$ cat config.mk
export PLATFORM = sky130hd
export DESIGN_NAME = display_driver
export DESIGN_NICKNAME = d
export VERILOG_FILES = /design/src/meter_pkg.sv /design/src/display_driver.sv
export SDC_FILE = /design/constraint.sdc
export NUM_CORES = 1
export LEC_CHECK = 0
export BUFFER_PORTS_ARGS = -buffer_cell sky130_fd_sc_hd__buf_2
export CAP_MARGIN = 20
export CORE_MARGIN = 2
export CORE_UTILIZATION = 39
export CTS_CLUSTER_DIAMETER = 50
export DETAILED_ROUTE_END_ITERATION = 8
export MAX_ROUTING_LAYER = met4
export PLACE_DENSITY = 0.78
export RECOVER_POWER = 100
export SYNTH_ARGS = -nofsm -noshare
export SYNTH_HDL_FRONTEND = slang
export SYNTH_SLANG_ARGS = --single-unit
$ cat constraint.sdc
create_clock -name clk -period 2.05 [get_ports clk]
set_clock_uncertainty 0.2 [all_clocks]
set_input_delay 0.1025 -clock clk [delete_from_list [all_inputs] [get_ports clk]]
set_output_delay 0.1025 -clock clk [all_outputs]
set_load 0.05 [all_outputs]
$ cat src/meter_pkg.sv
package meter_pkg;

    localparam int TIME_W = 14;                  // enough bits for 9999 seconds
    localparam int BCD_W  = 16;                  // four packed bcd digits

    typedef logic [TIME_W-1:0] time_t;           // remaining time in seconds

    localparam time_t TIME_MAX = 14'd9999;       // largest value four digits can show

    // coin values in seconds
    localparam time_t COIN_1 = 14'd60;
    localparam time_t COIN_2 = 14'd120;
    localparam time_t COIN_3 = 14'd180;
    localparam time_t COIN_4 = 14'd300;

    localparam time_t PRESET_SHORT = 14'd16;     // preset_16 load value
    localparam time_t PRESET_LONG  = 14'd150;    // preset_150 load value

    // clk runs at 100 Hz
    localparam int CLKS_PER_SEC  = 100;
    localparam int CLKS_PER_HALF = 50;
    localparam int TICK_W        = $clog2(CLKS_PER_SEC);  // tick counter width

    localparam time_t SLOW_BLINK_LIMIT = 14'd180;  // top of the slow blink range

    typedef enum logic [1:0] {
        IDLE = 2'd0,                             // no time left, waiting for coins
        HELD = 2'd1,                             // coin accepted, waiting for release
        RUN  = 2'd2                              // counting down
    } meter_state_t;

    typedef logic [3:0] bcd_digit_t;             // one decimal digit

    typedef bcd_digit_t [3:0] bcd_time_t;        // index 0 holds the ones digit

endpackage

$ cat src/display_driver.sv
`timescale 1ns/1ps

module display_driver import meter_pkg::*; (
    input  logic       clk,
    input  logic       rst,
    input  logic       tick_half,                // half second enable
    input  time_t      time_left,
    input  bcd_time_t  digits,
    output logic [3:0] an,                       // active low digit enables
    output logic [6:0] led_seg                   // active low, segment a on bit 6
);

    logic [1:0]  blink_phase;                    // counts half seconds
    logic [1:0]  refresh_idx;                    // digit being driven
    bcd_digit_t  cur_digit;
    logic [3:0]  an_lit;
    logic        fast_blank;
    logic        slow_blank;

    always_ff @(posedge clk) begin
        if (rst) begin
            blink_phase <= 2'd0;
        end else if (tick_half) begin
            blink_phase <= blink_phase + 2'd1;
        end
    end

    always_ff @(posedge clk) begin
        if (rst) begin
            refresh_idx <= 2'd0;
        end else begin
            refresh_idx <= refresh_idx + 2'd1;   // next digit every clk
        end
    end

    assign cur_digit = digits[refresh_idx];

    // only the selected digit is pulled low
    always_comb begin
        case (refresh_idx)
            2'd0:    an_lit = 4'b1110;
            2'd1:    an_lit = 4'b1101;
            2'd2:    an_lit = 4'b1011;
            default: an_lit = 4'b0111;
        endcase
    end

    assign fast_blank = (time_left == '0) && blink_phase[0];  // half second blink at zero
    assign slow_blank = (time_left != '0) && (time_left <= SLOW_BLINK_LIMIT)
                        && blink_phase[1];                    // one second blink when low

    assign an = (fast_blank || slow_blank) ? 4'b1111 : an_lit;

    // cathode patterns, bit 6 is segment a and bit 0 is segment g
    always_comb begin
        case (cur_digit)
            4'd0:    led_seg = 7'b0000001;
            4'd1:    led_seg = 7'b1001111;
            4'd2:    led_seg = 7'b0010010;
            4'd3:    led_seg = 7'b0000110;
            4'd4:    led_seg = 7'b1001100;
            4'd5:    led_seg = 7'b0100100;
            4'd6:    led_seg = 7'b0100000;
            4'd7:    led_seg = 7'b0001111;
            4'd8:    led_seg = 7'b0000000;
            4'd9:    led_seg = 7'b0000100;
            default: led_seg = 7'b1111111;       // not a decimal digit so all dark
        endcase
    end

endmodule

Yosys cells after proc, flatten, opt, wreduce, memory -nomap -nowiden:

Memory sizes are Yosys's and may differ from the RTL's.
Index checks and enable logic that the tools add are counted.

* add/subtract/negate cells: 2
* magnitude comparators: 2
* equality and inequality tests: 2
* multiplexer cells: 4
* reductions and logical operators: 7

Operators by type and width (count)
* 14-bit by 8-bit less-or-equal comparator with 1-bit output, second input constant: 1
* 14-bit zero test: 1
* 14-bit nonzero test: 1
* 4-bit case mux with 3 select lines: 1
* 4-bit binary-select mux with 2-bit select: 1
* 4-bit 2-to-1 mux: 2
* 2-bit by 1-bit adder with 2-bit output, second input constant: 2
* 1-bit logical AND: 3
* 2-bit by 3-bit less-than comparator with 1-bit output, second input constant: 1
* 2-bit by 1-bit equality test with 1-bit output, second input constant: 1
* 2-bit equality test, second input constant: 1
* 2-bit zero test: 1
* 1-bit logical OR: 1

* flip-flop bits (word level): 4
* bits of input ports: 33
* memories kept: 1
* output and inout bits: 11
* word-level logic and storage cells: 20
* memory bits (read-only): 112

Memories
* (no name shown): depth 16, width 7, rd ports 1, clocked after Yosys merged registers in 0, write ports 0, RTL line display_driver.sv:56 `case (cur_digit)`

Depth between registers and ports, before layout:

* depth after elaboration: 5
* mapped depth: 7
* depth with buffers taken out: 6

Worst setup path before layout:

No wires, ideal clock.

* kind: reg2out
* start point: reg refresh_idx[0]
* end point: out led_seg[3]
* required time: 1.747 ns
* setup slack: -0.539 ns
* cell stages (with the launch flop): 8
* data arrival time: 2.287 ns
* buffers on the path: 1
* cells stage by stage: dfxtp_1 > buf_6 > mux4_2 > inv_1 > ha_1 > nand2_1 > o21ai_1 > a21oi_1

* word-level cells in the longest chain between the ends: 3

Ends and longest elaborated chain
* start, declared: RTL line display_driver.sv:14 `logic [1:0] refresh_idx;`
* start signal, assigned: RTL line display_driver.sv:32 `refresh_idx <= refresh_idx + 2'd1;`
* 4-bit binary-select mux with 2-bit select: RTL line display_driver.sv:36 `assign cur_digit = digits[refresh_idx];`
* 4-bit 2-to-1 mux (not written as such): RTL line display_driver.sv:36
* memory 16 x 7 bit
* end, declared: RTL line display_driver.sv:10 `output logic [6:0] led_seg`

Every way passes these cells. The select of a mux whose other input is x is not followed.

Final worst setup path:

* start point: reg refresh_idx[0]
* end point: out led_seg[4]

Same word-level chain as after synthesis.

==> summary.txt <==
Routing
  • WL/cell: 14.45 um
  • DRC: 0
  • Drt via density: 5.390
  • DR vias: 760
  • Drt pass-1 iters: 4
  • DR iter-0 viols: 22
  • Final WL: 2037 um
  • Post-DRT Antenna Nets: 0

CTS
  • Insertion delay to the later sink of the worst-skew pair: 230 ps
  • CTS root buffer: clkbuf_4
  • Num CTS Buffers: 3
  • Max Root-Sink Buffers: 2
  • CTS Sinks: 4
  • Clock-pin slew on the worst setup and hold paths: 40 ps
  • CTS HTree Levels: 1
  • CTS tree: built

Timing
  • Slew @ Worst Pin: 359.5 ps
  • Unrepaired setup endpoints after global routing: true
  • Max_slew headroom: 75.81%
  • Min setup slack post-route: -250.5 ps
  • Final setup fails: 7
  • WHS: 310.5 ps
  • Min Tclk post-route: 2300 ps
  • Period utilization: 112.2%
  • FMAX: 0.4347 GHz
  • Total Neg Setup Slack: -1167 ps
  • Final Max Slew Viols: 0
  • Final hold violations: 0

Cells and area
  • Diode count: 0
  • Finished Layout Cells: 141
  • Area Overhead vs Synth: 92.28%
  • Share of cells above drive strength 1: 65.08%
  • Nets: 171
  • Fin area: 1121 um^2

Global route
  • GR Layer Usage met3: 5.532%
  • Via count of the first global-routing pass: 749
  • Remaining global-route overflow: 0
  • Total GRT Usage: 24.62%
  • Initial antenna violation count: 0
  • Most crowded layer after global routing: met2
  • Met2 GRT Util: 42.12%
  • M1 GR Usage: 24.74%
  • Largest net degree at the start of global routing: 9
  • First-pass GRT wire length: 3229 um

Hold path
  • Hold Crit Class: reg -> reg
  • Hold depth: 2
  • Hold endpoint: blink_phase[1]
  • Worst Min Path Start: blink_phase[1]

Logic synthesis
  • Most used DFF post-synth: dfxtp_1
  • Yosys warning count: 0
  • Cell variety after synth: 27
  • Mapped cell area: 583.1 um^2
  • Register area share after synthesis: 13.73%
  • Syn avg cell area: 8.702 um^2
  • FF+latch count, synth: 4
  • Cells after synthesis: 67
  • Async set or reset register ratio after synthesis: 0%
  • Number of synthesized flops with an enable pin: 0
  • Syn Nets: 110

Power
  • Comb pwr share: 73.9%
  • Switch share: 47.86%
  • Leakage power: 0.0005225 uW
  • Pwr/cell area: 662.6 nW/um^2
  • Clk network pwr share: 13.0%
  • Internal: 387.3 uW
  • NetSw: 355.5 uW
  • Reg power frac: 13.1%
  • VDD IR max: 0.0003372 V

Floorplan
  • Die ar.: 1820 um^2
  • Die height: 42.67 um
  • # rows: 13
  • Starting Density: 43.19%
  • Core Area: 1350 um^2
  • # IOs: 44
  • Die X-Extent: 42.67 um

Critical path
  • WP data required: 1750 ps
  • R2r setup slk: 790 ps
  • Crit path max fanout: 4
  • WS Path Type: reg -> out
  • Reg-to-reg endpoint: refresh_idx[1]
  • R2r startpoint: refresh_idx[0]
  • CP endpoint kind: primary output
  • R2R cell count: 4
  • Crit path DAT: 2000 ps
  • Worst setup SP type: flop

Place
  • Detail Placement HPWL: 1308 um
  • Placed cell count: 131
  • Port bufs: 43
  • Final Wtd Congestion: 0.7831
  • Place WS: -24.89 ps
  • Area after DPL: 900.9 um^2

Outcome
  • Failing checks: negative setup slack
  • Status: finished, violations left

Job
  • Max_cap viols: 0
state kept, by name (all words and copies together), names as in the netlist:
signal and flops:
blink_phase 2, refresh_idx 2
critical path, stage by stage, from the launching register on:
cell and delay, ps:
dfxtp_4 360, mux4_2 570, inv_4 110, buf_6 110
ha_1 170, nand2b_1 110, a21oi_4 150, buf_6 180
Yosys cell counts, types with 2 or more instances:
| library cell | number | area (um^2) |
|---|---|---|
| dfxtp_1 | 4 | 80.08 |
| nor2_1 | 5 | 18.77 |
| nand3_1 | 4 | 20.02 |
| inv_1 | 4 | 15.01 |
| nor4_1 | 2 | 12.51 |
| nand4_1 | 2 | 12.51 |
| ha_1 | 10 | 125.1 |
| a21oi_1 | 5 | 25.02 |
| buf_6 | 2 | 22.52 |
| nand2_1 | 4 | 15.01 |
| mux4_2 | 3 | 67.56 |
| o21ai_1 | 3 | 15.01 |
| mux2i_1 | 5 | 50.05 |
area by class of cell:
cell class	count	area [um^2]
Clock buffer	3	22.52
Fill cell	86	229.0
Inverter	5	23.77
Sequential cell	4	85.08
Timing Repair Buffer	58	397.9
Multi-Input combinational cell	56	573.1
Tap cell	15	18.77
cells in the final DEF, fill, tap and decap left out, drive strengths merged:
cell / count
nor3: 2
inv: 5
ha: 10
nand4: 2
or4: 1
clkbuf: 6
nand3: 4
a21oi: 5
buf: 53
o2111ai: 1
nand2b: 1
mux2i: 5
o21ai: 3
a22oi: 1
nor2b: 1
nor2: 5
dfxtp: 4
mux2: 1
dlygate4sd3: 2
xor2: 1
nand2: 4
nor4: 2
a21boi: 1
xnor2: 1
o21a: 1
mux4: 4
cell families (layout without fill, tap and decap cells):
group / count (synthesis) / in the layout / share of synthesized area [%]
simple gates: 22 / 22 / 19.53
compound gates: 12 / 12 / 12.23
fa+ha+maj: 10 / 10 / 21.46
mux: 9 / 10 / 22.10
buf+inv: 8 / 66 / 7.937
flops: 4 / 4 / 13.73
xor+xnor: 2 / 2 / 3.005
worst max-delay path by stage:
stage / slack (ps) / depth (start not counted) / startpoint / endpoint
after floorplan: -60 / 6 / refresh_idx[0] / led_seg[2]
after global placement: 20 / 7 / refresh_idx[0] / led_seg[3]
after global routing: -310 / 7 / refresh_idx[0] / led_seg[4]
after detailed placement: -20 / 7 / refresh_idx[0] / led_seg[2]
after CTS: -180 / 7 / refresh_idx[0] / led_seg[2]
final: -250 / 7 / refresh_idx[0] / led_seg[4]
what timing repair did:
action	CTS	global route
gates resized for setup	27	8
pin swaps	7	5
cloned	1	0
endpoints found under the setup margin	7	8
buffers inserted	3	1
hold buffers	2	0
hold endpoints to repair	4	0
through the flow:
stage / power [uW] / util (%)
6_report: 742.8 / 83.04
5_1_grt: 793.8 / 83.04
4_1_cts: 713.0 / 80.17
3_5_place_dp: 515.6 / 66.73
3_3_place_gp: 505.8 / 66.73
2_1_floorplan: 404.1 / -
power by group through the flow:
stage | Combinational (uW) | Clock, uW | Sequential [uW]
2_1_floorplan | 312 | 0 | 92.0
3_3_place_gp | 409 | 0 | 96.7
3_5_place_dp | 418 | 0 | 97.2
4_1_cts | 512 | 104 | 97.0
5_1_grt | 580 | 115 | 98.7
6_report | 549 | 96.7 | 97.4
routing by layer:
metal / vias to the layer above / wire, um / share of wire [%]
met5: - / 0 / 0
met4: 0 / 89 / 4.4
li1: 366 / - / -
met1: 350 / 757 / 37
met2: 36 / 1087 / 53
met3: 8 / 103 / 5.1
(Power assumes the default switching activity.)
