File: src/meter_pkg.sv
package meter_pkg;

    localparam int TIME_W = 14;                  // enough bits for 9999 seconds
    localparam int BCD_W  = 16;                  // four packed bcd digits

    typedef logic [TIME_W-1:0] time_t;           // remaining time in seconds

    localparam time_t TIME_MAX = 14'd9999;       // largest value four digits can show

    // coin values in seconds
    localparam time_t COIN_1 = 14'd60;
    localparam time_t COIN_2 = 14'd120;
    localparam time_t COIN_3 = 14'd180;
    localparam time_t COIN_4 = 14'd300;

    localparam time_t PRESET_SHORT = 14'd16;     // preset_16 load value
    localparam time_t PRESET_LONG  = 14'd150;    // preset_150 load value

    // clk runs at 100 Hz
    localparam int CLKS_PER_SEC  = 100;
    localparam int CLKS_PER_HALF = 50;
    localparam int TICK_W        = $clog2(CLKS_PER_SEC);  // tick counter width

    localparam time_t SLOW_BLINK_LIMIT = 14'd180;  // top of the slow blink range

    typedef enum logic [1:0] {
        IDLE = 2'd0,                             // no time left, waiting for coins
        HELD = 2'd1,                             // coin accepted, waiting for release
        RUN  = 2'd2                              // counting down
    } meter_state_t;

    typedef logic [3:0] bcd_digit_t;             // one decimal digit

    typedef bcd_digit_t [3:0] bcd_time_t;        // index 0 holds the ones digit

endpackage

File: src/bcd_converter.sv
`timescale 1ns/1ps

module bcd_converter import meter_pkg::*; (
    input  time_t     time_left,
    output bcd_time_t digits                     // ones at index 0
);

    logic [BCD_W+TIME_W-1:0] scratch;            // bcd field above the binary field

    // double dabble, one step per input bit
    always_comb begin
        scratch = '0;
        scratch[TIME_W-1:0] = time_left;
        for (int step = 0; step < TIME_W; step++) begin
            for (int d = 0; d < 4; d++) begin
                if (scratch[TIME_W + 4*d +: 4] > 4'd4) begin
                    scratch[TIME_W + 4*d +: 4] = scratch[TIME_W + 4*d +: 4] + 4'd3;
                end
            end
            scratch = scratch << 1;
        end
        digits = scratch[TIME_W +: BCD_W];       // top 16 bits hold the digits
    end

endmodule

File: config.mk
export PLATFORM = sky130hd
export DESIGN_NAME = bcd_converter
export DESIGN_NICKNAME = d
export VERILOG_FILES = /design/src/meter_pkg.sv /design/src/bcd_converter.sv
export SDC_FILE = /design/constraint.sdc
export NUM_CORES = 1
export LEC_CHECK = 0
export ABC_AREA = 1
export BUFFER_PORTS_ARGS = -buffer_cell sky130_fd_sc_hd__buf_2
export CORE_ASPECT_RATIO = 1.75
export CORE_UTILIZATION = 55
export DETAILED_ROUTE_END_ITERATION = 10
export PLACE_DENSITY = 0.79
export SETUP_SLACK_MARGIN = 0.3
export SYNTH_ARGS = -nofsm -noshare
export SYNTH_HDL_FRONTEND = slang
export SYNTH_SLANG_ARGS = --single-unit
File: constraint.sdc
create_clock -name vclk -period 8.8
set_input_delay 1.76 -clock vclk [all_inputs]
set_output_delay 1.76 -clock vclk [all_outputs]
set_load 0.005 [all_outputs]
==> flow_summary.yaml, run 1 <==
outcome:
  status: "did not finish"
  failing_step: "global routing"
  run.stop_error: "[ERROR DPL-0038] Utilization greater than 100%, impossible to legalize"
floorplan:
  die_width_um: 54.44
  io-pin-count: 30
  rows: 33
  chipHeight_um: 93.76
  floorplan.initialDensity_pct: 56.72
global_route:
  grt_max_degree: 8
synthesis:
  postSynthAreaPerCell_um2: 5.158
  synthesis.instances: 513
  netlist_top_cells_area: "nand2_1, nand3_1, ha_1, inv_1, nand2_2"
  syn-num-nets: 549
  yosysTopAreaCellShare_pct: 27.94
  synth_warnings: 0
  yosys.cell_types.count: 32
  synth_top_cells_by_count: "nand2_1, nand3_1, inv_1"
  ys_seq_area_share_pct: 0
  yosysMostFrequentCell: "nand2_1"
  syn_std_cell_area_um2: 2646
  synth_area_leader_cell: "nand2_1"
sta:
  postGrtWorstEndpoint: "digits[10]"
  worst_path_end_type: "primary output"
placement:
  port-buffer-count: 28
  place.detailed.hpwl_um: 5380
  finalWeightedCongestion: 0.8035
cts:
  postCtsHoldBufs: 0
## cells by family after synthesis
kind of cell | share of synthesized area, %
adders and majority gates | 10.40
and+or+nand+nor | 67.33
buffers and inverters | 13.19
xor gates and xnor gates | 2.270
AOI/OAI and AO/OA | 6.809
## through the flow
step	hold WS (ns)	cell area, µm²	instances	TNS (ns)	setup slack, ns
CTS	3.520	4310	702	0	0.1729
floorplan	3.601	2703	513	0	0.3028
detailed placement	3.520	3283	643	-3.964	-0.3960
global placement	3.520	3283	643	-1.237	-0.1536
## what timing repair did
action,CTS
endpoints found under the setup margin,15
gates resized for setup,154
endpoints found under the hold margin,0
buffers inserted,59
pin swaps,85
==> inputs of run 2 (changes only) <==
Settings changed: CORE_ASPECT_RATIO 1.75 to default, CORE_UTILIZATION 55 to 40, PLACE_DENSITY 0.79 to default, PLACE_DENSITY_LB_ADDON from default to 0.15, SETUP_SLACK_MARGIN 0.3 to default.
Clock period 8.8 ns to 11.4 ns, I/O delays scaled along.
==> flow_summary.yaml, run 2 <==
outcome:
  status: "finished clean"
floorplan:
  rows: 29
  area_of_the_core_um2: 6350
  floorplan.initialDensity_pct: 41.67
  die_width_um: 83.34
  io-pin-count: 30
  chipHeight_um: 83.34
  die_area_um2: 6945
drt:
  wirelength_um: 4955
  post-route-drc-count: 0
  routed-via-count: 2898
  ant_nets: 0
  routedWlPerCell_um: 8.031
  drt_first_iter_violations: 67
  avgViaCountPerCell: 4.697
  detailed_routing_iterations_pass_1: 5
worst_hold_path:
  hold-path-endpoint: "digits[0]"
  worst_hold_launch: "time_left[0]"
  worst_hold_path_type: "primary input to output pin"
  min_delay_path_depth: 0
sta:
  fin_tns_setup_ns: 0
  finalMaxSlewViolations: 0
  slew-limit-headroom_pct: 66.41
  worst_pin_slew_ns: 0.4986
  fin_crit_sh_pct: 91.68
  timing.hold.ws_ns: 4.560
  fmax_mhz: 95.68
  timing.final.hold_violations: 0
  final_period_minus_worst_setup_slack_ns: 10.45
  final-setup-viol-count: 0
  rsz0062_at_grt: "false"
critical_path:
  worst-path-stages: 56
  cp_common_cell: "nand2_1"
  critical_path_class: "primary input to output pin"
  worst-endpoint-required_ns: 9.12
  longest_individual_stage_delay_on_the_worst_path_ns: 0.24
  cpLargestDelayFamily: "simple AND/OR/NAND/NOR gates"
  cp_max_fo: 5
  start_kind: "primary input"
  critPathCaptureType: "output pin"
  worstPathArrival_ns: 8.17
  cpMaxStageDelayCell: "or2_1"
  timing.critical_path.buf_inv: 14
finish:
  area.growth.synth_to_final_pct: 8.653
  final_instance_area_um2: 2875
  mostFrequentLayoutCells: "nand2_1, nand3_1, inv_1, nand2_2, buf_2"
  mostFrequentLayoutCell: "nand2_1"
  sequential_cell_area_um2: 0
  insertedDiodeCount: 0
  net_count_final: 578
  final_layout_size_suffix_gt1_share_pct: 22.41
  nClkBuffers: 0
  n_sequential_cell: 0
synthesis:
  yosys.cell_types.count: 32
  syn-num-nets: 549
  postSynthAreaPerCell_um2: 5.158
  synthesis.instances: 513
  yosysMostFrequentCell: "nand2_1"
  synth_warnings: 0
  netlist_top_cells_area: "nand2_1, nand3_1, ha_1, inv_1, nand2_2"
  syn_std_cell_area_um2: 2646
  yosysTopAreaCellShare_pct: 27.94
  ys_seq_area_share_pct: 0
  synth_top_cells_by_count: "nand2_1, nand3_1, inv_1"
  synth_area_leader_cell: "nand2_1"
placement:
  finalWeightedCongestion: 0.7996
  port-buffer-count: 28
  dpl_cell_area_um2: 2875
  place.detailed.hpwl_um: 4416
flow_run:
  timing.max_cap.violations: 0
global_route:
  gr-usage-all-layers_pct: 14.68
  antenna_found_initial: 0
  grt_max_degree: 8
  globalRoute.totalOverflow: 0
  grt_first_pass_wirelength_um: 9480
  first_global_vias: 2492
cts:
  postCtsHoldBufs: 0
  post_cts_buffers: 0
  cts_resized: 0
run 2: kinds of logic (layout without fill, tap and decap cells):
logic type / count (synthesis) / count (layout) / share of synthesized area, %
buffers and inverters: 92 / 119 / 13.19
adders and majority gates: 22 / 22 / 10.40
AOI/OAI and AO/OA: 27 / 27 / 6.809
xor gates and xnor gates: 6 / 6 / 2.270
and+or+nand+nor: 366 / 366 / 67.33
run 2: how the worst max path moves through the flow:
stage / start / end / slack [ns]
detailed placement: time_left[11] / digits[5] / 0.94
finish: time_left[11] / digits[5] / 0.95
global placement: time_left[11] / digits[5] / 1.09
floorplan: time_left[11] / digits[5] / 1.68
global route: time_left[11] / digits[6] / 0.18
CTS: time_left[11] / digits[5] / 0.92
run 2: metrics by stage:
step / setup WS (ns) / utilization, % / cells
floorplan: 1.676 / - / 513
global placement: 1.088 / 45.28 / 617
detailed placement: 0.9444 / 45.28 / 617
CTS: 0.9243 / 45.28 / 617
global route: 0.1785 / 45.28 / 617
finish: 0.9488 / 45.28 / 617
run 2: cell type report:
cell class,instances,area [µm²]
well taps,77,96.34
fillers,713,3475
multi-input cells,421,2297
inverters,91,341.6
repair buffers,28,140.1
run 2: metal layers:
layer  global-route usage [%]  wire length [µm]  part of all wire, %
met1                    19.81              2626                   53
met2                    27.65              2281                   46
met3                  0.09940                47                 0.95
met4                        0                 0                    0
met5                        0                 0                    0
Power of run 2 is left out: the tool's default activity adds up to more than one toggle a clock period on the data nets, which glitch-free logic cannot reach.
==> inputs of run 3 (changes only) <==
Settings changed: CORE_UTILIZATION 40 to 45.
Clock period 11.4 ns to 12.7 ns, I/O delays scaled along.
==> flow_summary.yaml, run 3 (synthesis gave the netlist of run 2 again) <==
outcome:
  status: "finished clean"
finish:
  instances_no_fill: 612
  n_sequential_cell: 0
  mostFrequentLayoutCell: "nand2_1"
  area.growth.synth_to_final_pct: 8.416
  multi_input_logic_area_um2: 2297
  final_layout_size_suffix_gt1_share_pct: 22.41
  sequential_cell_area_um2: 0
  fill_cells: 597
  net_count_final: 578
  final_core_utilization_pct: 51.47
  mostFrequentLayoutCells: "nand2_1, nand3_1, inv_1, nand2_2, buf_2"
  nClkBuffers: 0
  insertedDiodeCount: 0
drt:
  post-route-drc-count: 0
  drt_first_iter_violations: 67
  met1_length_um: 2633
  detailed_routing_iterations_pass_1: 4
  wirelength_um: 5131
  routed-wl-met2_um: 2429
  avgViaCountPerCell: 4.796
  routedWlPerCell_um: 8.384
  ant_nets: 0
  met3RoutedLength_um: 67
  routed.top_layer: "met3"
  routed-via-count: 2935
sta:
  fmax_mhz: 90.79
  final-setup-viol-count: 0
  final_period_minus_worst_setup_slack_ns: 11.01
  fin_tns_setup_ns: 0
  timing.final.hold_violations: 0
  rsz0062_at_grt: "false"
  fin_crit_sh_pct: 86.73
  slew-limit-headroom_pct: 68.46
  finalMaxSlewViolations: 0
  layout_setup_ws_ns: 1.686
  worst_pin_slew_ns: 0.4681
floorplan:
  die_width_um: 78.69
  chipHeight_um: 78.69
  io-pin-count: 30
  floorplan.initialDensity_pct: 47.47
  area_of_the_core_um2: 5574
  die_area_um2: 6191
  rows: 27
cts:
  postCtsHoldBufs: 0
  post_cts_buffers: 0
  cts_resized: 0
placement:
  placement.setup.worst_slack_ns: 1.687
  dp_cells: 612
  finalWeightedCongestion: 0.8184
  port-buffer-count: 28
  place.detailed.hpwl_um: 4499
critical_path:
  worst-endpoint-required_ns: 10.16
  cp_common_cell: "nand2_1"
  longest_individual_stage_delay_on_the_worst_path_ns: 0.24
  critPathCaptureType: "output pin"
  critical_path_class: "primary input to output pin"
  cp_max_fo: 5
  cpMaxStageDelayCell: "or2_1"
  start_kind: "primary input"
  worstPathArrival_ns: 8.47
worst_hold_path:
  min_delay_path_depth: 0
  hold-path-endpoint: "digits[0]"
  worst_hold_path_type: "primary input to output pin"
  worst_hold_launch: "time_left[0]"
global_route:
  globalRoute.totalOverflow: 0
  first_global_vias: 2569
  grt_max_degree: 8
  grt_first_pass_wirelength_um: 9894
  antenna_found_initial: 0
  gr-usage-all-layers_pct: 17.86
flow_run:
  timing.max_cap.violations: 0
-- run 3: cell counts in the layout (fill, tap and decap cells not counted) --
No cell type changed its count.
-- run 3: layout make-up --
type | count | area share, %
Multi-Input combinational cell | 421 | 80.07
Inverter | 91 | 11.91
Tap cell | 72 | 3.140
Timing Repair Buffer | 28 | 4.884
-- run 3: per-stage QoR --
step	hold WS, ns	instance area, µm²
global placement	5.080	2869
finish	5.080	2869
CTS	5.080	2869
detailed placement	5.080	2869
floorplan	5.161	2646
global route	5.080	2869
-- run 3: worst max path at each step --
stage                  start        end  slack (ns)  depth (start not counted)
2_1_floorplan  time_left[11]  digits[5]        2.46                         54
3_3_place_gp   time_left[11]  digits[5]        1.85                         56
3_5_place_dp   time_left[11]  digits[5]        1.69                         56
4_1_cts        time_left[11]  digits[5]        1.68                         56
5_1_grt        time_left[11]  digits[5]        0.94                         56
6_report       time_left[11]  digits[6]        1.69                         56
-- run 3: worst max-delay path, delay by kind of cell --
family | cells | cell delay, ns
fa+ha+maj | 7 | 1.40
buf+inv | 14 | 1.02
simple gates | 34 | 3.44
compound gates | 1 | 0.07
-- run 3: per-layer routing --
metal  GRT usage [%]  vias to the layer above
met3          0.1163                        0
met1           22.81                     1244
li1                -                     1667
met5               0                        -
met2           34.87                       24
met4          0.1852                        0
Power of run 3 is left out for the same reason.
==> inputs of run 4 (changes only) <==
Settings changed: PLACE_DENSITY_LB_ADDON 0.15 to 0.2.
==> flow_summary.yaml, run 4 (synthesis gave the netlist of run 2 again) <==
outcome:
  status: "finished clean"
sta:
  rsz0062_at_grt: "false"
  timing.final.hold_violations: 0
  final-setup-viol-count: 0
  worst_pin_slew_ns: 0.4625
  layout_setup_ws_ns: 1.701
  final_period_minus_worst_setup_slack_ns: 11.00
  finalMaxSlewViolations: 0
  fmax_mhz: 90.92
  slew-limit-headroom_pct: 68.84
  fin_crit_sh_pct: 86.60
  fin_tns_setup_ns: 0
finish:
  area.growth.synth_to_final_pct: 8.416
  mostFrequentLayoutCells: "nand2_1, nand3_1, inv_1, nand2_2, buf_2"
  instances_no_fill: 612
  net_count_final: 578
  final_instance_area_um2: 2869
  mostFrequentLayoutCell: "nand2_1"
  sequential_cell_area_um2: 0
  nClkBuffers: 0
  insertedDiodeCount: 0
  n_sequential_cell: 0
  final_layout_size_suffix_gt1_share_pct: 22.41
global_route:
  antenna_found_initial: 0
  gr-usage-all-layers_pct: 17.60
  globalRoute.totalOverflow: 0
  first_global_vias: 2582
  grt_max_degree: 8
  grt_first_pass_wirelength_um: 9749
drt:
  post-route-drc-count: 0
  routedWlPerCell_um: 8.284
  routed-via-count: 2952
  wirelength_um: 5070
  drt_first_iter_violations: 93
  ant_nets: 0
  avgViaCountPerCell: 4.824
  detailed_routing_iterations_pass_1: 4
critical_path:
  cp_max_fo: 5
  worstPathArrival_ns: 8.46
  cpMaxStageDelayCell: "or2_1"
  critPathCaptureType: "output pin"
  longest_individual_stage_delay_on_the_worst_path_ns: 0.24
  critical_path_class: "primary input to output pin"
  worst-endpoint-required_ns: 10.16
  start_kind: "primary input"
  cp_common_cell: "nand2_1"
floorplan:
  die_area_um2: 6191
  chipHeight_um: 78.69
  die_width_um: 78.69
  io-pin-count: 30
  area_of_the_core_um2: 5574
  floorplan.initialDensity_pct: 47.47
  rows: 27
placement:
  dp_cells: 612
  port-buffer-count: 28
  dpl_cell_area_um2: 2869
  finalWeightedCongestion: 0.8150
  placement.setup.worst_slack_ns: 1.695
  place.detailed.hpwl_um: 4473
flow_run:
  timing.max_cap.violations: 0
cts:
  postCtsHoldBufs: 0
  post_cts_buffers: 0
  cts_resized: 0
worst_hold_path:
  min_delay_path_depth: 0
  worst_hold_path_type: "primary input to output pin"
-- run 4: cell counts in the layout (fill, tap and decap cells not counted) --
Identical to the previous run, type by type.
-- run 4: cell type report --
type	instances	area (µm²)
fillers	640	2705
multi-input cells	421	2297
inverters	91	341.6
repair buffers	28	140.1
well taps	72	90.09
-- run 4: path summary, 6_finish.rpt --
path	from	end	slack (ns)
max	time_left[11]	digits[5]	1.70
min	time_left[0]	digits[0]	5.08
-- run 4: metal layers --
metal	vias up	GRT usage, %	wire length, µm
met1	1263	22.40	2591
met5	-	0	0
met2	23	34.00	2366
li1	1664	-	-
met4	0	0.7407	15
met3	2	0.3488	95
-- run 4: critical path, delay by kind of cell --
kind                       cells  cell delay, ns
and+or+nand+nor               34            3.38
adders and majority gates      7            1.39
buffers and inverters         14            1.03
AOI/OAI and AO/OA              1            0.07
-- run 4: through the flow --
| step | utilization, % | hold slack [ns] |
|---|---|---|
| floorplan | - | 5.161 |
| global placement | 51.47 | 5.080 |
| detailed placement | 51.47 | 5.080 |
| CTS | 51.47 | 5.080 |
| global route | 51.47 | 5.080 |
| finish | 51.47 | 5.080 |
Power of run 4 is left out for the same reason.
