### src/meter_pkg.sv
package meter_pkg;

    localparam int TIME_W = 14;                  // enough bits for 9999 seconds
    localparam int BCD_W  = 16;                  // four packed bcd digits

    typedef logic [TIME_W-1:0] time_t;           // remaining time in seconds

    localparam time_t TIME_MAX = 14'd9999;       // largest value four digits can show

    // coin values in seconds
    localparam time_t COIN_1 = 14'd60;
    localparam time_t COIN_2 = 14'd120;
    localparam time_t COIN_3 = 14'd180;
    localparam time_t COIN_4 = 14'd300;

    localparam time_t PRESET_SHORT = 14'd16;     // preset_16 load value
    localparam time_t PRESET_LONG  = 14'd150;    // preset_150 load value

    // clk runs at 100 Hz
    localparam int CLKS_PER_SEC  = 100;
    localparam int CLKS_PER_HALF = 50;
    localparam int TICK_W        = $clog2(CLKS_PER_SEC);  // tick counter width

    localparam time_t SLOW_BLINK_LIMIT = 14'd180;  // top of the slow blink range

    typedef enum logic [1:0] {
        IDLE = 2'd0,                             // no time left, waiting for coins
        HELD = 2'd1,                             // coin accepted, waiting for release
        RUN  = 2'd2                              // counting down
    } meter_state_t;

    typedef logic [3:0] bcd_digit_t;             // one decimal digit

    typedef bcd_digit_t [3:0] bcd_time_t;        // index 0 holds the ones digit

endpackage

### src/tick_gen.sv
`timescale 1ns/1ps

module tick_gen import meter_pkg::*; (
    input  logic clk,
    input  logic rst,
    output logic tick_sec,                       // one pulse per second
    output logic tick_half                       // one pulse per half second
);

    logic [TICK_W-1:0] cnt;                      // free running, modulo CLKS_PER_SEC
    logic              at_wrap;
    logic              at_mid;

    assign at_wrap = (cnt == TICK_W'(CLKS_PER_SEC - 1));   // last cycle of the second
    assign at_mid  = (cnt == TICK_W'(CLKS_PER_HALF - 1));  // last cycle of first half

    always_ff @(posedge clk) begin
        if (rst) begin
            cnt <= '0;
        end else if (at_wrap) begin
            cnt <= '0;                           // start the next second
        end else begin
            cnt <= cnt + 1'b1;
        end
    end

    // ticks are registered so they line up with edge CLKS_PER_SEC after reset
    always_ff @(posedge clk) begin
        if (rst) begin
            tick_sec  <= 1'b0;
            tick_half <= 1'b0;
        end else begin
            tick_sec  <= at_wrap;                // wrap only
            tick_half <= at_wrap | at_mid;       // midpoint and wrap
        end
    end

endmodule

### config.mk
export PLATFORM = sky130hd
export DESIGN_NAME = tick_gen
export DESIGN_NICKNAME = d
export VERILOG_FILES = /design/src/meter_pkg.sv /design/src/tick_gen.sv
export SDC_FILE = /design/constraint.sdc
export NUM_CORES = 1
export LEC_CHECK = 0
export ABC_AREA = 0
export BUFFER_PORTS_ARGS = -buffer_cell sky130_fd_sc_hd__buf_2
export CORE_AREA = 4 4 44 46
export DETAILED_ROUTE_END_ITERATION = 12
export DIE_AREA = 0 0 48 50
export PLACE_DENSITY = 0.39
export SLEW_MARGIN = 30
export SYNTH_ARGS = -nofsm -noshare
export SYNTH_HDL_FRONTEND = slang
export SYNTH_SLANG_ARGS = --single-unit
### constraint.sdc
create_clock -name clk -period 1.35 [get_ports clk]
set_input_delay 0.27 -clock clk [delete_from_list [all_inputs] [get_ports clk]]
set_output_delay 0.27 -clock clk [all_outputs]
set_load 0.05 [all_outputs]
== Yosys cells after proc, flatten, opt, wreduce, memory -nomap -nowiden ==
Index checks and enable logic that the tools add are counted.
Operators by class
  reductions and logical operators: 1
  bitwise operators: 1
  add/sub/neg operators: 1
  eq/ne operators: 2
Operator list (count)
  $add 7x1->7 const B: 1
  $eq 7x6->1 const B: 1
  $eq 7x7->1 const B: 1
  $reduce_or 2->1: 1
  $or 1x1->1: 1
Storage, ports and cells
  output and inout bits: 2
  logic and storage cells: 8
  input bits: 2
  flip-flop bits (word level): 9

== Logic depth before layout (Yosys ltp) ==
Gate-level depths: netlist of the first run.
  depth in word-level cells: 2
  gate-level depth with buffers: 4
  mapped depth without buffers: 4

== Worst setup path before layout of the first run ==
Ideal clock, no wire load.
  path type: flip-flop to flip-flop
  from: register cnt[0]
  to: register cnt[6]
  setup time: 70 ps
  path slack: 146 ps
  clock period less this slack: 1204 ps
  data required time: 1280 ps
  cell stages (with the launch flop): 5
  arrival time: 1134 ps
  buffers on the path: 0
  cell sequence: dfxtp_1 ha_1 nand3_1 or3_1 a21oi_1
On the way
  cells in the longest elaborated chain, start to end: 2
  elaborated cells between the ends (all ways): 3
  those cells by class: add/sub: 1; eq/ne: 1; reduce/logical: 1
Ends and longest elaborated chain
  from (decl): RTL line tick_gen.sv:10  | logic [TICK_W-1:0] cnt;
  from (signal assigned): RTL line tick_gen.sv:23  | cnt <= cnt + 1'b1;
  parallel branches: the longest is 2 deep, another holds $add 7x1->7
Parallel ways; which one is timed is not known.
A chain may end at the register's enable or synchronous reset.

== Worst setup path after layout of the first run ==
  from: register cnt[1]
  to: register cnt[6]
The elaborated chain is that of the path after synthesis.

==> impl_metrics.tcl, run 1 <==
set metrics [dict create \
    status "completed" \
    setup_violations 0 \
    wl_um 611 \
    cpPeakStageDelay_ns 0.36 \
    p_leak_nw 0.1667 \
    post_cts_buffers 0 \
    drt_iter0_markers 4 \
    fin_nets 50 \
    antenna_found_initial 0 \
    place_inst 57 \
    grt_pass1_vias 266 \
    num_io_pins 4 \
    synth_seq_area_share 0.4948 \
    cts_tree "yes" \
    crit_slowest_cell "or3_1" \
    utilization 0.2890 \
    regToRegStartpoint "cnt[1]" \
    wl_per_cell_um 10.02 \
    p_per_area_mw_per_mm2 1173 \
    cts.htree.levels 1 \
    yosys_warnings 0 \
    crit_buf_inv 0 \
    rows 14 \
    root_buffer "clkbuf_4" \
    hold_viol_final 0 \
    criticalPathCategory "flop to flop" \
    antennaDiodeCount 0 \
    drive_gt1_frac 0.2222 \
    place.gp.congestion 0.7296 \
    die_area_mm2 0.002400 \
    syn_avg_cell_area_um2 9.841 \
    fin_crit_ns 1.251 \
    route.vias.total 295 \
    crit_family "simple AND/OR/NAND/NOR gates" \
    whs_endpoint "tick_half" \
    final_common_cell "dfxtp_1" \
    hold_depth 2 \
    numCtsBuffers 3 \
    initial_utilization 0.2417 \
    finalSetupTns_ns 0 \
    ant_nets 0 \
    ys_seq_elements 9 \
    synth_cells 37 \
    end_kind "flop" \
    finalClockSkew_ns 0.002271 \
    slew_headroom 0.8335 \
    portBuffers 3 \
    cts_sinks 9 \
    fmax_ghz 0.7995 \
    die_x_um 48 \
    async_flop_share 0 \
    nFillCells 164 \
    ir_drop_mv 0.3320 \
    slew_violations 0 \
    drc_errors 0 \
    clockBufferDepth 2 \
    final.period_utilization 0.9265 \
    synth_cell_types 18 \
    r2r_end "cnt[6]" \
    hpwlAfterDp_um 473.9 \
    critPathRequiredTime_ns 1.54 \
    stdcell_count 61 \
    worst-r2r-setup-slack_ns 0.1 \
    grtUsageTotal 0.06155 \
    rr_worst_depth 4 \
    cp.arrival_ns 1.44 \
    hold_buffers 0 \
    synth_edf_count 0 \
    syn_area_um2 364.1 \
    holdCritPathClass "input pin to flop" \
    final_cell_mix "9 x dfxtp_1, 5 x nor2_1, 3 x clkbuf_4, 3 x buf_2" \
    core_area_mm2 0.001506 \
    die_h_um 50 \
    area_delta_synth_final_pct 19.59 \
    start_kind "flop" \
    worstHoldStart "rst" \
    cp_max_fo 3 \
    firstDrtPassIters 4 \
    grt_first_pass_wirelength_mm 1.041 \
    vias_per_cell 4.836 \
    worstPathCellList "ha_2 > nand3_1 > or3_1 > a21oi_1" \
    syn-num-nets 41 \
    overflow 0 \
    path_clk_slew_ns 0.06 \
    clock_latency_ns 0.25 \
    drv_cap 0 \
    ys.flop_type "dfxtp_1" \
    grt_max_degree 8 \
    tightest_slew_ns 0.2515 \
]
## flip-flops by register name, indices dropped and copies added (netlist names)
name	count
cnt	7
tick_half	1
tick_sec	1
## worst reg2reg max path: stages (launching register included)
cell and delay [ns]:
dfxtp_1 0.35, ha_2 0.21, nand3_1 0.13, or3_1 0.36, a21oi_1 0.14
## Yosys cell counts, types with 2 or more instances
cell     instances  share of area
nand2_1          2          0.021
a21oi_1          2          0.027
ha_1             2          0.069
nand3_1          2          0.027
o21ai_0          2          0.027
dfxtp_1          9           0.49
xor2_1           2          0.048
nor2_1           5          0.052
or3_1            2          0.034
## metal layers
metal	vias up	track usage	part of all wire
met4	0	0.05381	0.015
li1	145	-	-
met1	138	0.08061	0.43
met3	2	0.02182	0.083
met5	-	0	0
met2	10	0.07489	0.47
## how the worst max path moves through the flow
stage,start,endpoint,slack (ns),depth (start not counted)
6_report,cnt[1],cnt[6],0.1,4
5_1_grt,cnt[1],cnt[6],-0.003,4
4_1_cts,cnt[1],cnt[6],0.08,4
3_5_place_dp,cnt[1],cnt[6],0.1,4
3_3_place_gp,cnt[1],cnt[6],0.13,4
2_1_floorplan,cnt[0],cnt[6],0.15,4
## layout make-up
type | instances | area (um2) | share of cell area
Multi-Input combinational cell | 27 | 182.7 | 0.4195
Sequential cell | 9 | 180.2 | 0.4138
Clock buffer | 4 | 26.28 | 0.06034
Timing Repair Buffer | 4 | 22.52 | 0.05172
Tap cell | 16 | 20.02 | 0.04598
Inverter | 1 | 3.754 | 0.008621
## cells by family (layout without fill, tap and decap cells)
group,count (synthesis),count (layout),synth area share
flops,9,9,0.4948
compound gates,6,6,0.1272
simple gates,16,16,0.2268
fa+ha+maj,2,2,0.06872
buf+inv,1,9,0.01030
xor+xnor,3,3,0.07218
## power breakdown
| group | internal (mW) | leakage (nW) | switching, mW |
|---|---|---|---|
| logic | 0.0157 | 0.0786 | 0.0158 |
| registers | 0.273 | 0.0731 | 0.00601 |
| clock network | 0.113 | 0.0150 | 0.0864 |
## repair_timing
action	CTS	global route
endpoints found under the hold margin	0	0
resized for setup	0	1
endpoints found under the setup margin	0	1
## metrics by stage
stage | worst slack (ns) | hold slack, ns | power [mW] | cell area [um2]
CTS | 0.08065 | 0.2047 | 0.5222 | 432.9
global route | -0.002578 | 0.2224 | 0.5334 | 435.4
finish | 0.09925 | 0.2085 | 0.5106 | 435.4
detailed placement | 0.09518 | 0.4844 | 0.3168 | 406.6
global placement | 0.1309 | 0.4658 | 0.3148 | 406.6
floorplan | 0.1461 | 0.3485 | 0.3054 | 364.1
Power figures use the tool's default switching activity.
==> inputs of run 2 (changes only) <==
--- a/config.mk
+++ b/config.mk
@@ -8,7 +8,7 @@
 export ABC_AREA = 0
 export BUFFER_PORTS_ARGS = -buffer_cell sky130_fd_sc_hd__buf_2
-export CORE_AREA = 4 4 44 46
+export CORE_AREA = 2 2 42 44
 export DETAILED_ROUTE_END_ITERATION = 12
-export DIE_AREA = 0 0 48 50
+export DIE_AREA = 0 0 44 46
 export PLACE_DENSITY = 0.39
 export SLEW_MARGIN = 30
==> constraint.sdc (replaced) <==
create_clock -name clk -period 1.35 [get_ports clk]
set_input_delay 0.0675 -clock clk [delete_from_list [all_inputs] [get_ports clk]]
set_output_delay 0.0675 -clock clk [all_outputs]
set_load 0.05 [all_outputs]
==> run 2 against run 1 <==
Net effect:
- critical path depth unchanged
- global-route usage increased by 1.9 points
- clock power hardly changed
- total power is 0.90% higher
- die area decreased by 16%
- count of clock-buffer cells in the layout is the same
- sequential share of layout area is 1.5 points lower
- combinational power rose by 7.6%
- sequential power about the same
==> impl_metrics.tcl, run 2 (synthesis gave the netlist of run 1 again) <==
set metrics [dict create \
    status "completed" \
    crit_family "simple AND/OR/NAND/NOR gates" \
    portBuffers 3 \
    cts_sinks 9 \
    final_common_cell "dfxtp_1" \
    switchingPower_uw 110.5 \
    biggestRegsByFlops "cnt x7, tick_half x1, tick_sec x1" \
    overflow 0 \
    pwr-share-seq 0.543 \
    utilization 0.2798 \
    final_cell_mix "9 x dfxtp_1, 5 x nor2_1, 3 x clkbuf_4, 3 x buf_2" \
    die_area_mm2 0.002024 \
    drv_cap 0 \
    fmax_ghz 0.8206 \
    place.gp.congestion 0.7203 \
    setup_violations 0 \
    firstDrtPassIters 2 \
    holdCritPathClass "flop to flop" \
    grtUsageTotal 0.08086 \
    hold_slack_ns 0.5041 \
    grt_pass1_vias 278 \
    grt_max_degree 8 \
    hpwlAfterDp_um 459 \
    cp_max_fo 3 \
    clkPwrFrac 0.392 \
    p_comb_frac 0.066 \
    drc_errors 0 \
    cpPeakStageDelay_ns 0.35 \
    cts.htree.levels 1 \
    route.vias.total 289 \
    rows 15 \
    largest_reg_flops 7 \
    root_buffer "clkbuf_4" \
    initial_utilization 0.2256 \
    wl_per_cell_um 9.175 \
    power_uw 515.1 \
    num_io_pins 4 \
    clockBufferDepth 2 \
    top_register "cnt" \
    slew_headroom 0.8353 \
    tightest_slew_ns 0.2488 \
    fin_nets 51 \
    fin_crit_ns 1.219 \
    finalClockSkew_ns 0.001430 \
    critPathRequiredTime_ns 1.54 \
    end_kind "flop" \
    p_per_area_mw_per_mm2 1140 \
    rsz0062_at_grt "false" \
    nFillCells 177 \
    wl_um 578 \
    internal_power_uw 404.6 \
    cp.arrival_ns 1.41 \
    drt_iter0_markers 4 \
    crit_slowest_cell "dfxtp_1" \
    start_kind "flop" \
    drive_gt1_frac 0.2391 \
    worstPathCellList "ha_2 > nand3_2 > or3_1 > a21oi_1" \
    vias_per_cell 4.587 \
    finalSetupTns_ns 0 \
    die_h_um 46 \
    worst-r2r-setup-slack_ns 0.13 \
    path_clk_slew_ns 0.06 \
    swShare 0.2145 \
    antenna_found_initial 0 \
    grt_first_pass_wirelength_mm 1.110 \
    antennaDiodeCount 0 \
    clock_latency_ns 0.26 \
    slew_violations 0 \
    cts_tree "yes" \
    ant_nets 0 \
    pre_cts_slack_ns 0.09699 \
    core_area_mm2 0.001614 \
    area_delta_synth_final_pct 24.05 \
    post_cts_buffers 0 \
    final.period_utilization 0.9026 \
    hold_viol_final 0 \
    p_leak_nw 0.1709 \
    finalWorstSetupSlack_ns 0.1314 \
    numCtsBuffers 3 \
    criticalPathCategory "flop to flop" \
    die_x_um 44 \
    crit_buf_inv 0 \
    ir_drop_mv 0.5427 \
]
==> run 2: cell types whose count changed in the layout (fill, tap and decap cells not counted), sizes merged <==
cell and delta:
dlygate4sd3 +1
==> run 2: metrics by stage <==
stage	cell area, um2	std cells
final	451.7	63
after detailed placement	407.9	58
after global routing	451.7	63
after CTS	444.2	63
after floorplan	364.1	37
after global placement	407.9	58
==> run 2: layout make-up <==
type / instances / area [um2] / share of cell area
multi-input combinational: 27 / 187.7 / 0.4155
sequential: 9 / 180.2 / 0.3989
timing repair buffer: 5 / 32.53 / 0.07202
clock buffer: 4 / 26.28 / 0.05817
tap: 17 / 21.27 / 0.04709
inverter: 1 / 3.754 / 0.008310
==> run 2: worst paths after layout <==
kind,from,end,depth (start not counted)
max,cnt[1],cnt[6],4
min,cnt[6],cnt[6],2
max reg2reg,cnt[1],cnt[6],4
min reg2reg,cnt[6],cnt[6],2
==> run 2: per-layer routing <==
layer	track usage	up-vias	share of wire
li1	-	148	-
met1	0.1000	134	0.46
met2	0.1029	5	0.45
met3	0.03571	2	0.055
met4	0.07273	0	0.033
met5	0	-	0
==> run 2: repair_timing <==
item | in CTS | in global routing
endpoints found under the hold margin | 1 | 0
resized for setup | 0 | 2
endpoints found under the setup margin | 0 | 1
hold buffers | 1 | 0
==> run 2: worst register-to-register path: cells and delay by family, from the launching register on <==
kind	cells	cell delay, ns
fa+ha+maj	1	0.22
flops	1	0.35
simple gates	2	0.46
compound gates	1	0.13
==> run 2: power groups by stage <==
stage	clock network (mW)	registers (mW)	logic, mW
floorplan	0	0.285	0.0207
global placement	0	0.285	0.0303
detailed placement	0	0.285	0.0317
CTS	0.213	0.279	0.0341
global route	0.230	0.281	0.0382
finish	0.202	0.279	0.0339
==> inputs of run 3 (changes only) <==
- CORE_AREA: 2 2 42 44 -> 2 2 39 41
- DIE_AREA: 0 0 44 46 -> 0 0 41 43
- PLACE_DENSITY: 0.39 -> 0.43
==> run 3 against run 2 <==
Net effect:
- routed wire length is 4.2% higher
- critical path depth did not move
- register-to-register slack barely moved
- largest cell class unchanged
- critical endpoint unchanged
==> impl_metrics.tcl, run 3 (synthesis gave the netlist of run 1 again) <==
set metrics [dict create \
    cts_tree "yes" \
    die_h_um 43 \
    clockBufferDepth 2 \
    criticalPathCategory "flop to flop" \
    worstHoldStart "cnt[6]" \
    grt_pass1_vias 285 \
    p_leak_nw 0.1724 \
    initial_utilization 0.2631 \
    path_clk_slew_ns 0.07 \
    final_common_cell "dfxtp_1" \
    critPathRequiredTime_ns 1.53 \
    end_kind "flop" \
    drt_iter0_markers 9 \
    r2r_end "cnt[6]" \
    drv_cap 0 \
    post_cts_buffers 0 \
    worst-r2r-setup-slack_ns 0.14 \
    grtUsageTotal 0.09759 \
    whs_endpoint "cnt[6]" \
    vias_per_cell 4.613 \
    largest_reg_flops 7 \
    final.period_utilization 0.8941 \
    fin_nets 51 \
    cp_max_fo 3 \
    stdcell_count 62 \
    place.gp.congestion 0.7333 \
    finalSetupTns_ns 0 \
    clock_latency_ns 0.26 \
    cpPeakStageDelay_ns 0.37 \
    cts_sinks 9 \
    p_per_area_mw_per_mm2 1143 \
    worstPathCellList "ha_4 > nand3_1 > or3_1 > a21oi_1" \
    hold_depth 2 \
    firstDrtPassIters 3 \
    portBuffers 3 \
    overflow 0 \
    grt_first_pass_wirelength_mm 1.131 \
    fmax_ghz 0.8285 \
    slew_violations 0 \
    holdCritPathClass "flop to flop" \
    root_buffer "clkbuf_4" \
    num_io_pins 4 \
    die_x_um 41 \
    rows 14 \
    setup_violations 0 \
    wl_um 602 \
    fin_crit_ns 1.207 \
    rsz0062_at_grt "false" \
    start_kind "flop" \
    hpwlAfterDp_um 466.3 \
    finalClockSkew_ns 0.009749 \
    place_inst 57 \
    tightest_slew_ns 0.2485 \
    cts.htree.levels 1 \
    drive_gt1_frac 0.2609 \
    cp.arrival_ns 1.39 \
    antennaDiodeCount 0 \
    crit_buf_inv 0 \
    crit_family "simple AND/OR/NAND/NOR gates" \
    hold_viol_final 0 \
    antenna_found_initial 0 \
    status "completed" \
    ir_drop_mv 0.5379 \
    regToRegStartpoint "cnt[0]" \
    die_area_mm2 0.001763 \
    top_register "cnt" \
    drc_errors 0 \
    slew_headroom 0.8355 \
    final_cell_mix "7 x dfxtp_1, 5 x nor2_1, 3 x clkbuf_4, 3 x buf_2" \
    numCtsBuffers 3 \
    area_delta_synth_final_pct 25.77 \
    route.vias.total 286 \
    crit_slowest_cell "or3_1" \
    rr_worst_depth 4 \
    biggestRegsByFlops "cnt x7, tick_half x1, tick_sec x1" \
    ant_nets 0 \
    grt_max_degree 8 \
    core_area_mm2 0.001384 \
    wl_per_cell_um 9.710 \
]
-- run 3: report_power, final --
group	switching, mW	internal [mW]
combinational	0.0162	0.0185
sequential	0.00804	0.274
clock	0.0923	0.114
total	0.117	0.407
-- run 3: final cells by class --
class,instances,area [um2]
timing repair buffer,5,32.53
inverter,1,3.754
multi-input combinational,27,192.7
clock buffer,4,26.28
sequential,9,182.7
fill,151,925.9
tap,16,20.02
-- run 3: per-layer routing --
layer  up-vias  routed length, um  GRT usage
met4         0                  4    0.08000
met3         2                 28    0.03141
met5         -                  0          0
met2         3                311     0.1438
met1       138                257     0.1068
li1        143                  -          -
-- run 3: worst register-to-register path, cell delays in order, from the launching register on --
cell and delay, ns:
dfxtp_2 0.35, ha_4 0.15, nand3_1 0.12, or3_1 0.37, a21oi_1 0.14
-- run 3: how the worst max path moves through the flow --
stage          slack, ns     end    from  depth (start not counted)
2_1_floorplan       0.15  cnt[6]  cnt[0]                          4
3_3_place_gp        0.13  cnt[6]  cnt[1]                          4
3_5_place_dp        0.07  cnt[6]  cnt[1]                          4
4_1_cts             0.05  cnt[6]  cnt[1]                          4
5_1_grt             0.05  cnt[6]  cnt[0]                          4
6_report            0.14  cnt[6]  cnt[0]                          4
-- run 3: through the flow --
step / total power, mW / hold WS (ns) / worst slack [ns] / area, um2 / util
3_5_place_dp: 0.3173 / 0.2675 / 0.07092 / 406.6 / 0.2939
6_report: 0.5233 / 0.5010 / 0.1430 / 457.9 / 0.3309
3_3_place_gp: 0.3141 / 0.2630 / 0.1275 / 406.6 / 0.2939
2_1_floorplan: 0.3054 / 0.1460 / 0.1461 / 364.1 / -
5_1_grt: 0.5533 / 0.5267 / 0.04949 / 457.9 / 0.3309
4_1_cts: 0.5295 / 0.5070 / 0.04518 / 442.9 / 0.3201
-- run 3: timing repair --
action / in CTS / in global routing
hold buffers: 1 / 0
setup endpoints to repair: 0 / 5
hold endpoints to repair: 2 / 0
resized for setup: 0 / 4
